### src/rtl/isa_pkg.sv
`default_nettype none

package isa_pkg;

	typedef logic [31:0] word_t;
	typedef logic [4:0] reg_addr_t;

	// instruction field positions
	localparam int OPCODE_MSB = 31;
	localparam int OPCODE_LSB = 27;
	localparam int DEST_MSB = 26;
	localparam int DEST_LSB = 22;
	localparam int SRC1_MSB = 21;
	localparam int SRC1_LSB = 17;
	localparam int SRC2_MSB = 16;
	localparam int SRC2_LSB = 12;
	localparam int IMM_WIDTH = 16;

	// opcodes not listed here decode as bubbles
	typedef enum logic [4:0] {
		OP_ADD  = 5'b00000,
		OP_ADDI = 5'b00001,
		OP_SUB  = 5'b00010,
		OP_AND  = 5'b00011,
		OP_ANDI = 5'b00100,
		OP_OR   = 5'b00101,
		OP_ORI  = 5'b00110,
		OP_XOR  = 5'b00111,
		OP_SLL  = 5'b01000,
		OP_SRL  = 5'b01001,
		OP_SRA  = 5'b01010,
		OP_LLI  = 5'b01011,
		OP_LUI  = 5'b01100,
		OP_B    = 5'b10001,
		OP_BL   = 5'b10010,
		OP_RET  = 5'b10011
	} opcode_e;

	typedef enum logic [2:0] {
		ALU_ADD,
		ALU_SUB,
		ALU_AND,
		ALU_OR,
		ALU_XOR,
		ALU_SLL,
		ALU_SRL,
		ALU_SRA
	} alu_op_e;

	// top three bits of the dest field
	typedef enum logic [2:0] {
		COND_NE,
		COND_EQ,
		COND_GT,
		COND_LT,
		COND_GE,
		COND_LE,
		COND_OVERFLOW,
		COND_ALWAYS
	} branch_cond_e;

	typedef struct packed {
		logic zero;
		logic sign;
		logic overflow;
	} flags_t;

endpackage

`default_nettype wire

### src/rtl/pipe_pkg.sv
`default_nettype none

package pipe_pkg;

	typedef enum logic [1:0] {
		WRITE_NONE,
		WRITE_FULL,
		WRITE_LOWER,
		WRITE_UPPER
	} write_kind_e;

	// register file write port, also the writeback stage contents
	typedef struct packed {
		write_kind_e write_kind;
		isa_pkg::reg_addr_t dest;
		isa_pkg::word_t data;
	} reg_write_t;

	// decode to execute
	typedef struct packed {
		isa_pkg::word_t operand1;
		isa_pkg::word_t operand2;
		isa_pkg::word_t immediate;
		isa_pkg::reg_addr_t source1;
		isa_pkg::reg_addr_t source2;
		isa_pkg::alu_op_e alu_op;
		logic use_immediate;
		logic select_immediate;
		logic update_flags;
		write_kind_e write_kind;
		isa_pkg::reg_addr_t dest;
	} ex_payload_t;

	// execute to writeback
	typedef reg_write_t wb_payload_t;

endpackage

`default_nettype wire

### src/rtl/fetch_unit.sv
`default_nettype none
`timescale 1ns/1ns

module fetch_unit #(
	parameter int INSTR_ADDR_WIDTH = 11
) (
	input  wire                          clk,
	input  wire                          rst_n,
	input  wire isa_pkg::word_t          instr,
	input  wire                          stall,
	input  wire                          branch_taken,
	input  wire [INSTR_ADDR_WIDTH-1:0]   branch_target,
	input  wire                          link_write,
	input  wire [INSTR_ADDR_WIDTH-1:0]   link_value,
	input  wire                          link_return,
	output logic [INSTR_ADDR_WIDTH-1:0]  instr_addr,
	output isa_pkg::word_t               fetched_instr,
	output logic [INSTR_ADDR_WIDTH-1:0]  fetched_pc,
	output logic                         fetched_bubble
);

	logic [INSTR_ADDR_WIDTH-1:0] link_reg;

	// link register for bl / ret
	always_ff @(posedge clk or negedge rst_n) begin
		if (!rst_n) begin
			link_reg <= '0;
		end else if (link_write) begin
			link_reg <= link_value;
		end
	end

	// program counter, word addressed
	always_ff @(posedge clk or negedge rst_n) begin
		if (!rst_n) begin
			instr_addr <= '0;
		end else if (branch_taken) begin
			instr_addr <= branch_target;
		end else if (link_return) begin
			instr_addr <= link_reg;
		end else if (!stall) begin
			instr_addr <= instr_addr + 1'b1;
		end
	end

	// fetch/decode register
	always_ff @(posedge clk or negedge rst_n) begin
		if (!rst_n) begin
			fetched_instr <= '0;
			fetched_pc <= '0;
			fetched_bubble <= 1'b1;
		end else if (branch_taken || link_return) begin
			// drop the word fetched behind the redirect
			fetched_instr <= '0;
			fetched_pc <= instr_addr;
			fetched_bubble <= 1'b1;
		end else if (!stall) begin
			fetched_instr <= instr;
			fetched_pc <= instr_addr;
			fetched_bubble <= (instr == '0);
		end
	end

endmodule

`default_nettype wire

### src/rtl/decode_unit.sv
`default_nettype none
`timescale 1ns/1ns

module decode_unit #(
	parameter int INSTR_ADDR_WIDTH = 11
) (
	input  wire isa_pkg::word_t          fetched_instr,
	input  wire [INSTR_ADDR_WIDTH-1:0]   fetched_pc,
	input  wire                          fetched_bubble,
	input  wire isa_pkg::flags_t         flags,
	input  wire                          flag_update_pending,
	input  wire pipe_pkg::reg_write_t    pending_ex,
	input  wire pipe_pkg::reg_write_t    pending_wb,
	output isa_pkg::reg_addr_t           rf_addr1,
	output isa_pkg::reg_addr_t           rf_addr2,
	input  wire isa_pkg::word_t          rf_data1,
	input  wire isa_pkg::word_t          rf_data2,
	output pipe_pkg::ex_payload_t        payload,
	output logic                         payload_bubble,
	output logic                         stall,
	output logic                         branch_taken,
	output logic [INSTR_ADDR_WIDTH-1:0]  branch_target,
	output logic                         link_write,
	output logic [INSTR_ADDR_WIDTH-1:0]  link_value,
	output logic                         link_return
);

	import isa_pkg::*;
	import pipe_pkg::*;

	opcode_e opcode;
	branch_cond_e cond;
	word_t immediate;
	logic is_exec;
	logic reads_src1;
	logic reads_src2;
	logic is_branch;
	logic is_link;
	logic is_return;
	logic condition_met;
	logic hazard_read;
	logic hazard_branch;

	// true when a lower or upper write to this register is still in flight
	function automatic logic half_pending(reg_write_t pending, reg_addr_t addr);
		return (pending.write_kind == WRITE_LOWER || pending.write_kind == WRITE_UPPER)
			&& pending.dest == addr;
	endfunction

	assign opcode = opcode_e'(fetched_instr[OPCODE_MSB:OPCODE_LSB]);
	assign cond = branch_cond_e'(fetched_instr[DEST_MSB -: 3]);
	assign immediate = {{(32 - IMM_WIDTH){fetched_instr[IMM_WIDTH-1]}},
		fetched_instr[IMM_WIDTH-1:0]};

	assign rf_addr1 = fetched_instr[SRC1_MSB:SRC1_LSB];
	assign rf_addr2 = fetched_instr[SRC2_MSB:SRC2_LSB];

	////////////////////////////////////////////////////////////////////////////
	// opcode decode
	////////////////////////////////////////////////////////////////////////////

	always_comb begin
		payload = '0;
		payload.operand1 = rf_data1;
		payload.operand2 = rf_data2;
		payload.immediate = immediate;
		payload.source1 = rf_addr1;
		payload.source2 = rf_addr2;
		payload.dest = fetched_instr[DEST_MSB:DEST_LSB];
		is_exec = 1'b0;
		reads_src1 = 1'b0;
		reads_src2 = 1'b0;
		is_branch = 1'b0;
		is_link = 1'b0;
		is_return = 1'b0;

		case (opcode)
			OP_ADD, OP_SUB, OP_AND, OP_OR, OP_XOR, OP_SLL, OP_SRL, OP_SRA: begin
				payload.write_kind = WRITE_FULL;
				payload.update_flags = 1'b1;
				reads_src1 = 1'b1;
				reads_src2 = 1'b1;
				is_exec = 1'b1;
			end
			OP_ADDI, OP_ANDI, OP_ORI: begin
				payload.write_kind = WRITE_FULL;
				payload.update_flags = 1'b1;
				payload.use_immediate = 1'b1;
				reads_src1 = 1'b1;
				is_exec = 1'b1;
			end
			OP_LLI: begin
				payload.write_kind = WRITE_LOWER;
				payload.select_immediate = 1'b1;
				is_exec = 1'b1;
			end
			OP_LUI: begin
				payload.write_kind = WRITE_UPPER;
				payload.select_immediate = 1'b1;
				is_exec = 1'b1;
			end
			OP_B: begin
				is_branch = 1'b1;
			end
			OP_BL: begin
				is_branch = 1'b1;
				is_link = 1'b1;
			end
			OP_RET: begin
				is_return = 1'b1;
			end
			default: begin
				is_exec = 1'b0;
			end
		endcase

		case (opcode)
			OP_SUB: payload.alu_op = ALU_SUB;
			OP_AND, OP_ANDI: payload.alu_op = ALU_AND;
			OP_OR, OP_ORI: payload.alu_op = ALU_OR;
			OP_XOR: payload.alu_op = ALU_XOR;
			OP_SLL: payload.alu_op = ALU_SLL;
			OP_SRL: payload.alu_op = ALU_SRL;
			OP_SRA: payload.alu_op = ALU_SRA;
			default: payload.alu_op = ALU_ADD;
		endcase

		// r0 writes cancelled here, flags still update
		if (payload.dest == '0) begin
			payload.write_kind = WRITE_NONE;
		end
	end

	assign payload_bubble = fetched_bubble || !is_exec;

	////////////////////////////////////////////////////////////////////////////
	// branch resolution and hazards
	////////////////////////////////////////////////////////////////////////////

	always_comb begin
		case (cond)
			COND_NE: condition_met = !flags.zero;
			COND_EQ: condition_met = flags.zero;
			COND_GT: condition_met = !flags.zero && !flags.sign;
			COND_LT: condition_met = !flags.zero && flags.sign;
			COND_GE: condition_met = flags.zero || !flags.sign;
			COND_LE: condition_met = flags.zero || flags.sign;
			COND_OVERFLOW: condition_met = flags.overflow;
			default: condition_met = 1'b1;
		endcase
	end

	assign hazard_read =
		(reads_src1 && (half_pending(pending_ex, rf_addr1) || half_pending(pending_wb, rf_addr1)))
		|| (reads_src2 && (half_pending(pending_ex, rf_addr2)
		|| half_pending(pending_wb, rf_addr2)));
	// flags not yet written by the op in execute
	assign hazard_branch = is_branch && flag_update_pending;
	assign stall = !fetched_bubble && (hazard_read || hazard_branch);

	assign link_value = fetched_pc + 1'b1;
	assign branch_target = link_value + immediate[INSTR_ADDR_WIDTH-1:0];
	assign branch_taken = is_branch && condition_met && !stall;
	assign link_write = branch_taken && is_link;
	assign link_return = is_return && !stall;

endmodule

`default_nettype wire

### src/rtl/register_file.sv
`default_nettype none
`timescale 1ns/1ns

module register_file (
	input  wire                        clk,
	input  wire                        rst_n,
	input  wire isa_pkg::reg_addr_t    addr1,
	input  wire isa_pkg::reg_addr_t    addr2,
	output isa_pkg::word_t             data1,
	output isa_pkg::word_t             data2,
	input  wire pipe_pkg::reg_write_t  write
);

	import isa_pkg::*;
	import pipe_pkg::*;

	word_t regs [32];
	word_t write_value;
	logic writing;

	// r0 is never written so it reads as zero
	assign writing = (write.write_kind != WRITE_NONE) && (write.dest != '0);

	// new contents of the target register, half writes take the low data half
	always_comb begin
		case (write.write_kind)
			WRITE_LOWER: write_value = {regs[write.dest][31:16], write.data[15:0]};
			WRITE_UPPER: write_value = {write.data[15:0], regs[write.dest][15:0]};
			default: write_value = write.data;
		endcase
	end

	always_ff @(posedge clk or negedge rst_n) begin
		if (!rst_n) begin
			for (int i = 0; i < 32; i++) begin
				regs[i] <= '0;
			end
		end else if (writing) begin
			regs[write.dest] <= write_value;
		end
	end

	// write-through
	assign data1 = (writing && write.dest == addr1) ? write_value : regs[addr1];
	assign data2 = (writing && write.dest == addr2) ? write_value : regs[addr2];

endmodule

`default_nettype wire

### src/rtl/stage_reg.sv
`default_nettype none
`timescale 1ns/1ns

module stage_reg #(
	parameter type payload_t = logic [31:0]
) (
	input  wire            clk,
	input  wire            rst_n,
	input  wire            insert_bubble,
	input  wire payload_t  d,
	input  wire            d_bubble,
	output payload_t       q,
	output logic           q_bubble
);

	// an all-zero payload has write kind none
	always_ff @(posedge clk or negedge rst_n) begin
		if (!rst_n) begin
			q <= '0;
			q_bubble <= 1'b1;
		end else if (insert_bubble || d_bubble) begin
			q <= '0;
			q_bubble <= 1'b1;
		end else begin
			q <= d;
			q_bubble <= 1'b0;
		end
	end

endmodule

`default_nettype wire

### src/rtl/execute_unit.sv
`default_nettype none
`timescale 1ns/1ns

module execute_unit (
	input  wire                         clk,
	input  wire                         rst_n,
	input  wire pipe_pkg::ex_payload_t  payload,
	input  wire                         payload_bubble,
	input  wire pipe_pkg::reg_write_t   forward,
	output pipe_pkg::wb_payload_t       result,
	output isa_pkg::flags_t             flags,
	output logic                        flag_update_pending
);

	import isa_pkg::*;
	import pipe_pkg::*;

	word_t op1;
	word_t op2;
	word_t alu_out;
	logic overflow;
	flags_t next_flags;

	////////////////////////////////////////////////////////////////////////////
	// operand selection
	////////////////////////////////////////////////////////////////////////////

	// only full writes forward, half writes stall in decode
	assign op1 = (forward.write_kind == WRITE_FULL && forward.dest == payload.source1)
		? forward.data : payload.operand1;

	always_comb begin
		if (payload.use_immediate) begin
			op2 = payload.immediate;
		end else if (forward.write_kind == WRITE_FULL && forward.dest == payload.source2) begin
			op2 = forward.data;
		end else begin
			op2 = payload.operand2;
		end
	end

	////////////////////////////////////////////////////////////////////////////
	// ALU
	////////////////////////////////////////////////////////////////////////////

	always_comb begin
		case (payload.alu_op)
			ALU_ADD: alu_out = op1 + op2;
			ALU_SUB: alu_out = op1 - op2;
			ALU_AND: alu_out = op1 & op2;
			ALU_OR: alu_out = op1 | op2;
			ALU_XOR: alu_out = op1 ^ op2;
			ALU_SLL: alu_out = op1 << op2[4:0];
			ALU_SRL: alu_out = op1 >> op2[4:0];
			default: alu_out = word_t'($signed(op1) >>> op2[4:0]);
		endcase
	end

	// signed overflow
	always_comb begin
		case (payload.alu_op)
			ALU_ADD: overflow = (op1[31] == op2[31]) && (alu_out[31] != op1[31]);
			ALU_SUB: overflow = (op1[31] != op2[31]) && (alu_out[31] != op1[31]);
			default: overflow = 1'b0;
		endcase
	end

	always_comb begin
		result.write_kind = payload_bubble ? WRITE_NONE : payload.write_kind;
		result.dest = payload.dest;
		// lli / lui carry the sign-extended immediate
		result.data = payload.select_immediate ? payload.immediate : alu_out;
	end

	// flags register
	assign next_flags = '{zero: (alu_out == '0), sign: alu_out[31], overflow: overflow};
	assign flag_update_pending = payload.update_flags && !payload_bubble;

	always_ff @(posedge clk or negedge rst_n) begin
		if (!rst_n) begin
			flags <= '0;
		end else if (flag_update_pending) begin
			flags <= next_flags;
		end
	end

endmodule

`default_nettype wire

### src/rtl/pipeline_core.sv
`default_nettype none
`timescale 1ns/1ns

module pipeline_core #(
	parameter int INSTR_ADDR_WIDTH = 11
) (
	input  wire                          clk,
	input  wire                          rst_n,
	output logic [INSTR_ADDR_WIDTH-1:0]  instr_addr,
	input  wire isa_pkg::word_t          instr,
	output pipe_pkg::reg_write_t         reg_write
);

	import isa_pkg::*;
	import pipe_pkg::*;

	// fetch / decode
	word_t fetched_instr;
	logic [INSTR_ADDR_WIDTH-1:0] fetched_pc;
	logic fetched_bubble;
	logic stall;
	logic branch_taken;
	logic [INSTR_ADDR_WIDTH-1:0] branch_target;
	logic link_write;
	logic [INSTR_ADDR_WIDTH-1:0] link_value;
	logic link_return;

	// register file read ports
	reg_addr_t rf_addr1;
	reg_addr_t rf_addr2;
	word_t rf_data1;
	word_t rf_data2;

	// decode / execute
	ex_payload_t id_payload;
	logic id_bubble;
	ex_payload_t ex_payload;
	logic ex_bubble;
	wb_payload_t ex_result;
	flags_t flags;
	logic flag_update_pending;

	////////////////////////////////////////////////////////////////////////////
	// stages
	////////////////////////////////////////////////////////////////////////////

	fetch_unit #(
		.INSTR_ADDR_WIDTH(INSTR_ADDR_WIDTH)
	) u_fetch (
		.clk(clk),
		.rst_n(rst_n),
		.instr(instr),
		.stall(stall),
		.branch_taken(branch_taken),
		.branch_target(branch_target),
		.link_write(link_write),
		.link_value(link_value),
		.link_return(link_return),
		.instr_addr(instr_addr),
		.fetched_instr(fetched_instr),
		.fetched_pc(fetched_pc),
		.fetched_bubble(fetched_bubble)
	);

	decode_unit #(
		.INSTR_ADDR_WIDTH(INSTR_ADDR_WIDTH)
	) u_decode (
		.fetched_instr(fetched_instr),
		.fetched_pc(fetched_pc),
		.fetched_bubble(fetched_bubble),
		.flags(flags),
		.flag_update_pending(flag_update_pending),
		.pending_ex(ex_result),
		.pending_wb(reg_write),
		.rf_addr1(rf_addr1),
		.rf_addr2(rf_addr2),
		.rf_data1(rf_data1),
		.rf_data2(rf_data2),
		.payload(id_payload),
		.payload_bubble(id_bubble),
		.stall(stall),
		.branch_taken(branch_taken),
		.branch_target(branch_target),
		.link_write(link_write),
		.link_value(link_value),
		.link_return(link_return)
	);

	register_file u_regs (
		.clk(clk),
		.rst_n(rst_n),
		.addr1(rf_addr1),
		.addr2(rf_addr2),
		.data1(rf_data1),
		.data2(rf_data2),
		.write(reg_write)
	);

	// a decode stall sends a bubble into execute
	stage_reg #(
		.payload_t(ex_payload_t)
	) u_id_ex (
		.clk(clk),
		.rst_n(rst_n),
		.insert_bubble(stall),
		.d(id_payload),
		.d_bubble(id_bubble),
		.q(ex_payload),
		.q_bubble(ex_bubble)
	);

	execute_unit u_execute (
		.clk(clk),
		.rst_n(rst_n),
		.payload(ex_payload),
		.payload_bubble(ex_bubble),
		.forward(reg_write),
		.result(ex_result),
		.flags(flags),
		.flag_update_pending(flag_update_pending)
	);

	// execute and writeback never stall
	stage_reg #(
		.payload_t(wb_payload_t)
	) u_ex_wb (
		.clk(clk),
		.rst_n(rst_n),
		.insert_bubble(1'b0),
		.d(ex_result),
		.d_bubble(ex_bubble),
		.q(reg_write),
		.q_bubble()
	);

endmodule

`default_nettype wire

### config.mk
export PLATFORM = sky130hd
export DESIGN_NAME = pipeline_core
export DESIGN_NICKNAME = d
export VERILOG_FILES = /design/src/rtl/isa_pkg.sv /design/src/rtl/pipe_pkg.sv /design/src/rtl/fetch_unit.sv /design/src/rtl/decode_unit.sv /design/src/rtl/register_file.sv /design/src/rtl/stage_reg.sv /design/src/rtl/execute_unit.sv /design/src/rtl/pipeline_core.sv
export SDC_FILE = /design/constraint.sdc
export NUM_CORES = 2
export LEC_CHECK = 0
export BUFFER_PORTS_ARGS = -buffer_cell sky130_fd_sc_hd__buf_4
export CAP_MARGIN = 20
export CORE_MARGIN = 2
export CORE_UTILIZATION = 52
export CTS_CLUSTER_DIAMETER = 100
export DETAILED_ROUTE_END_ITERATION = 7
export HOLD_SLACK_MARGIN = 0.05
export PLACE_DENSITY = 0.7
export SLEW_MARGIN = 20
export SYNTH_ARGS = -nofsm -noshare
export SYNTH_HDL_FRONTEND = slang
export SYNTH_SLANG_ARGS = --single-unit
### constraint.sdc
create_clock -name clk -period 7.1 [get_ports clk]
set_clock_uncertainty 0.05 [all_clocks]
set_input_delay 1.42 -clock clk [delete_from_list [all_inputs] [get_ports clk]]
set_output_delay 1.42 -clock clk [all_outputs]
set_load 0.01 [all_outputs]
; After elaboration in Yosys (flattened, before gate mapping)
; Memory sizes are Yosys's and may differ from the RTL's.
; Index checks and enable logic that the tools add are counted.
[totals]
mem_count = 1
mem_bits_ro = 48
inputBits = 34
word_cells = 217
out_inout_bits = 50
latch_bits = 0
ram_bits = 0
register_bits = 1252
[op_classes]
n_shift = 3
n_div = 0
muxes = 46
n_eq_ne = 43
bitwise = 6
mul = 0
n_reduce_logical = 54
magnitude_cmp = 4
n_addsub = 5
[mem_list]
columns = name, depth, width, rd, rd_ports_with_merged_regs, wr, line
row1 = (no name shown), 16, 3, 1, 0, 0, decode_unit.sv:117  ; case (opcode)
[op_table]
columns = operator, n
row1 = 1024-bit bitwise mux, 1
row2 = 32-bit binary-select mux with 5-bit select, 3
row3 = 32-bit two-way mux, 15
row4 = 32-bit case mux with 7 select lines, 1
row5 = 32-bit demux with 5-bit select, 1
row6 = 119-bit two-way mux, 1
row7 = 32-bit logical NOT, 2
row8 = 32-bit case mux with 2 select lines, 1
row9 = 11-bit two-way mux, 5
row10 = 39-bit two-way mux, 1
row11 = 32-bit adder, 1
row12 = 32-bit bitwise AND, 1
row13 = 32-bit bitwise OR, 1
row14 = 32-bit by 5-bit left shift with 32-bit output, 1
row15 = 32-bit by 5-bit >> shifter with 32-bit output, 1
row16 = 32-bit by 5-bit >>> shifter with 32-bit output, 1
row17 = 32-bit subtractor, 1
row18 = 32-bit bitwise XOR, 1
row19 = 5-bit == test, 6
row20 = 5-bit by 4-bit == test with 1-bit output (second input constant), 5
row21 = 1-bit logical AND, 23
row22 = 11-bit by 1-bit adder with 11-bit output (second input constant), 2
row23 = 5-bit by 3-bit == test with 1-bit output (second input constant), 4
row24 = 3-bit == test (second input constant), 6
row25 = other kinds (32), 76

; Longest topological paths before layout
[logic_depth]
depth_word = 13
depth_mapped = 31

; Cells and area by module
; From an unflattened synthesis, not the netlist that was laid out.
[unflattened]
hier_cells = 8063
area_unflattened_um2 = 81439.4
[by_module_without_submodules]
columns = mod, area_per_inst_um2, instances, seq_area_each_um2, cells_each
row1 = register_file, 59625.9, 1, 25624.6, 5606
row2 = execute_unit, 10518.8, 1, 75.1, 1549
row3 = stage_reg (u_id_ex), 4665.7, 1, 3004.1, 266
row4 = fetch_unit, 3007.9, 1, 1652.8, 262
row5 = decode_unit, 2100.8, 1, 0.0, 291
row6 = stage_reg (u_ex_wb), 1516.5, 1, 1002.2, 88
row7 = pipeline_core, 3.8, 1, 0.0, 1

; Worst setup path before layout
; Ideal clock, no wire load.
[synth_timing]
path_kind = reg2reg
start = register u_ex_wb.q[36] in the netlist's numbering
end = register, netlist name u_execute.flags[2]
setup_time_ns = 0.095
arrival_ns = 6.538
stages_incl_launch_ff = 31
path_buffers = 5
required_time_ns = 6.955
setup_slack_ns = 0.416
path_cell_list = dfrtp_1 > buf_2 > xor2_1 > or2_2 > o211ai_1 > and2_1 > buf_2 > buf_2 > buf_1 > buf_1 > ha_1 > nand4_1 > nor3_2 > nand4_1 > o31ai_2 > o21ai_0 > xnor2_1 > ha_1 > a21o_1 > a21o_1 > a21o_1 > a21o_1 > a21oi_1 > o221ai_1 > a221o_1 > xnor2_1 > o21ai_0 > a2bb2oi_1 > nand3_1 > or4_1 > o31ai_1
[synth_between]
elab_chain_len = 7
elab_cells_between_ends = 17
cone_classes = add/sub (2) / eq/ne (2) / shift (3) / mux (4) / bitwise (3) / reduce/logical (3)
[synth_rtl]
columns = item, line
row1 = "start, declared", stage_reg.sv:12  ; output payload_t q,
row2 = "start signal, assigned", stage_reg.sv:19  ; q <= '0;
row3 = "start signal, assigned", stage_reg.sv:22  ; q <= '0;
row4 = "start signal, assigned", stage_reg.sv:25  ; q <= d;
row5 = 5-bit == test, execute_unit.sv:35  ; end else if (forward.write_kind == WRITE_FULL && forward.dest == payload.source2) begin
row6 = 1-bit logical AND, execute_unit.sv:35
row7 = 32-bit two-way mux, execute_unit.sv:35
row8 = 32-bit two-way mux, execute_unit.sv:33  ; if (payload.use_immediate) begin
row9 = 32-bit subtractor (tied with other cells), execute_unit.sv:49  ; ALU_SUB: alu_out = op1 - op2;
row10 = 32-bit case mux with 7 select lines *, execute_unit.sv:47  ; case (payload.alu_op)
row11 = 32-bit logical NOT *, execute_unit.sv:76  ; assign next_flags = '{zero: (alu_out == '0), sign: alu_out[31], overflow: overflow};
; Every way passes the cells marked *; elsewhere a longest branch is shown, timed or not.
; A chain may end at the register's enable or synchronous reset.

; Final worst setup path
[layout_timing]
start = register u_ex_wb.q[32] in the netlist's numbering
end = register, netlist name u_execute.flags[2]
[layout_between]
elab_chain_len = 7
elab_cells_between_ends = 17
cone_classes = add/sub (2) / eq/ne (2) / shift (3) / mux (4) / bitwise (3) / reduce/logical (3)
[layout_rtl]
columns = item, line
row1 = 5-bit == test, execute_unit.sv:35
row2 = 1-bit logical AND, execute_unit.sv:35
row3 = 32-bit two-way mux, execute_unit.sv:35
row4 = 32-bit two-way mux, execute_unit.sv:33
row5 = 32-bit subtractor (tied with other cells), execute_unit.sv:49
row6 = 32-bit case mux with 7 select lines *, execute_unit.sv:47
row7 = 32-bit logical NOT *, execute_unit.sv:76
; Marks and branches as above.

==> results.yml <==
min_path:
  worstHoldPathType: "reg2reg"
  min_from: "u_regs.regs[1023]"
worst_setup_path:
  crit_start: "u_ex_wb.q[32]"
  r2r-end: "u_execute.flags[2]"
  crit_type: "reg2reg"
  worstPathRequired_ns: 7.78
  end_kind: "flip-flop"
  endpoint: "u_execute.flags[2]"
  reg2reg_slack_ns: 0.27
  crit_path_start_kind: "flip-flop"
  path_max_fanout: 5
  cp.arrival_ns: 7.51
  r2r_cells: 24
  r2r-start: "u_ex_wb.q[32]"
cells_and_area:
  nNetsFinal: 7790
  regMostFlops: "u_regs.regs"
  largest_reg_flops: 1024
  syn2layout_area_growth_pct: 10.4
  layout.cells.non_filler: 9818
  reg_top3: "u_regs.regs: 1024 flops, u_id_ex.q: 99 flops, u_ex_wb.q: 39 flops"
  drive_above_1_share: 0.257
grt:
  grt_pass1_vias: 69148
  grt_max_degree: 169
  antenna_found_initial: 23
  grtUsageTotal: 0.436
  overflow: 0
  grt_pass1_wl_mm: 497
die:
  fp-row-count: 145
  die_w_um: 400
  start_util: 0.523
  die_h_um: 400
  fp.coreArea_mm2: 0.156
  die_area_mm2: 0.160
  pin_count: 84
logic_synthesis:
  syn_area_per_cell_um2: 10.4
  synth_edf_count: 0
  yosys.area.top_type: "dfrtp_1"
  postSynthNetCount: 7963
  synth_ff_type: "dfrtp_1"
  ys_top_cells_by_count: "2,352 x nand2_1, 1,230 x dfrtp_1, 918 x mux4_2, 539 x clkbuf_1, 371 x o21ai_0"
  ys_seq_area_frac: 0.378
  ys_seq_elements: 1232
  yosysWarnings: 0
  ys_types: 92
  synthCells: 7813
  ys_top_cells_by_area: "dfrtp_1 38%, mux4_2 25%, nand2_1 11%"
  async_reset_ff_frac: 1.00
  netlist_area_mm2: 0.0815
  synth_top_area_frac: 0.378
  yosysMostFrequentCell: "nand2_1"
route:
  drt_iter0_markers: 10784
  drt_first_pass_iters: 7
  wire_per_inst_um: 35.4
  via_count: 70711
  wl_mm: 347
  viasPerCell: 7.20
  ant_nets: 0
  drc: 0
clock_network:
  cts.sinks: 1232
  path_clk_slew_ns: 0.06
  cts_buffer_depth: 3
  cts_root_buf: "clkbuf_16"
  cts_max_level: 4
  cts_tree: "yes"
  clock_latency_ns: 0.83
  cts_buffers: 141
pwr:
  peakVddDrop_mv: 0.180
  power_density_mw_per_mm2: 225
  power_leakage_nw: 40.1
sta:
  tightestPinTransition_ns: 1.19
  rsz0062_at_grt: "no"
  max-slew-margin-rel: 0.209
  setup_violations: 0
  whs_ns: 0.361
  fin_crit_sh: 0.963
  setup_tns_ns: 0
  timing.fmax_ghz: 0.146
  finalHoldViolations: 0
  maxSlewViolCount: 0
  period_minus_slack_ns: 6.83
place:
  place_congestion: 1.07
  io_buffers: 83
  dpl.hpwl_mm: 223
  dp.cells: 9553
run:
  maxCapViolations: 0
run_status:
  outcome: "completed"
-- area by class of cell --
class                           instances  area (um2)
Sequential cell                      1232       30900
Clock inverter                         57         718
Fill cell                           12690       65900
Timing Repair Buffer                  397        3260
Inverter                               94         362
Antenna cell                           10        25.0
Multi-Input combinational cell       5774       48000
Clock buffer                          196        4050
Tap cell                             2058        2570
-- cells by family (layout without fill, tap and decap cells) --
group,after synthesis,count (layout),synth area share
AND/OR/NAND/NOR,3038,3038,0.150
multiplexers,1407,1407,0.318
flip-flops,1232,1232,0.378
AO/OA/AOI/OAI,1099,1099,0.0850
buffers and inverters,807,744,0.0384
adder cells (fa/ha/maj),116,116,0.0180
XOR/XNOR,114,114,0.0123
other,0,10,0
-- cell usage in the layout (no fill, tap or decap), types with 22 or more instances in the layout --
cell	instances
clkbuf_16	143
o21ai_0	371
o211ai_1	48
xnor2_1	78
ha_1	114
clkbuf_1	26
a21oi_1	212
inv_1	81
and2_1	42
nor2b_1	27
dfrtp_1	1215
clkbuf_8	27
nand3_1	85
o22ai_1	39
xor2_1	36
a311oi_1	43
a211oi_1	75
nor3_1	43
nand2_1	2322
a31oi_1	28
nor2_1	316
nor2_4	22
o221ai_1	23
mux2i_1	210
a221oi_1	24
clkinv_2	25
a21o_1	25
mux4_2	918
mux2_2	275
buf_4	376
nand2_2	26
-- worst max-delay path: stages, from the launching register on --
cell	delay [ns]
dfrtp_4	0.49
xnor2_1	0.21
and4_1	0.30
nand2_4	0.10
or4_1	0.42
o311ai_0	0.26
nand3_1	0.16
buf_4	0.22
or4_4	0.48
nand2_1	0.11
xnor2_1	0.07
ha_1	0.32
a211oi_1	0.26
o21ai_0	0.22
a211oi_1	0.33
a22oi_1	0.21
o22ai_1	0.40
o221ai_1	0.31
a31oi_1	0.37
o21ai_1	0.14
xnor2_1	0.16
nor2_1	0.06
o31a_1	0.33
or4_1	0.53
o31ai_1	0.23
-- metal layers --
| layer | GRT usage | share of wire | up-vias |
|---|---|---|---|
| met3 | 0.175 | 0.15 | 1672 |
| met1 | 0.549 | 0.34 | 35129 |
| met4 | 0.325 | 0.091 | 32 |
| li1 | - | - | 27948 |
| met5 | 0 | 0.00083 | - |
| met2 | 0.606 | 0.42 | 5930 |
-- stage by stage --
stage / setup slack (ns) / area, um2 / power [mW] / utilization
2_1_floorplan: 0.416 / 81500 / 10.4 / -
3_3_place_gp: 0.227 / 85000 / 12.6 / 0.546
3_5_place_dp: 0.206 / 85100 / 12.6 / 0.546
4_1_cts: 0.203 / 89800 / 20.1 / 0.576
5_1_grt: 0.00542 / 89900 / 20.8 / 0.577
6_report: 0.266 / 89900 / 20.2 / 0.577
-- power breakdown --
part	switching (mW)	internal, mW	total [mW]	leakage, nW
Combinational	3.25	1.70	4.95	20.7
Clock	3.25	4.33	7.57	2.34
Sequential	0.491	7.23	7.72	17.0
Total	6.99	13.3	20.2	40.1
-- how the worst min path moves through the flow --
stage / slack [ns] / cells past startpoint / endpoint
after CTS: 0.37 / 0 / u_regs.regs[1016]
after floorplan: 0.39 / 1 / u_ex_wb.q[37]
final: 0.36 / 0 / u_regs.regs[1023]
after global routing: 0.38 / 0 / u_regs.regs[1005]
after detailed placement: 0.35 / 0 / u_regs.regs[1019]
after global placement: 0.34 / 0 / u_regs.regs[1001]
-- what timing repair did --
action,CTS,global route
setup endpoints to repair,0,1
hold buffers,0,0
endpoints found under the hold margin,0,0
gates resized for setup,0,2
buffers inserted,0,1
No activity file was read; power rests on OpenSTA's default activity.
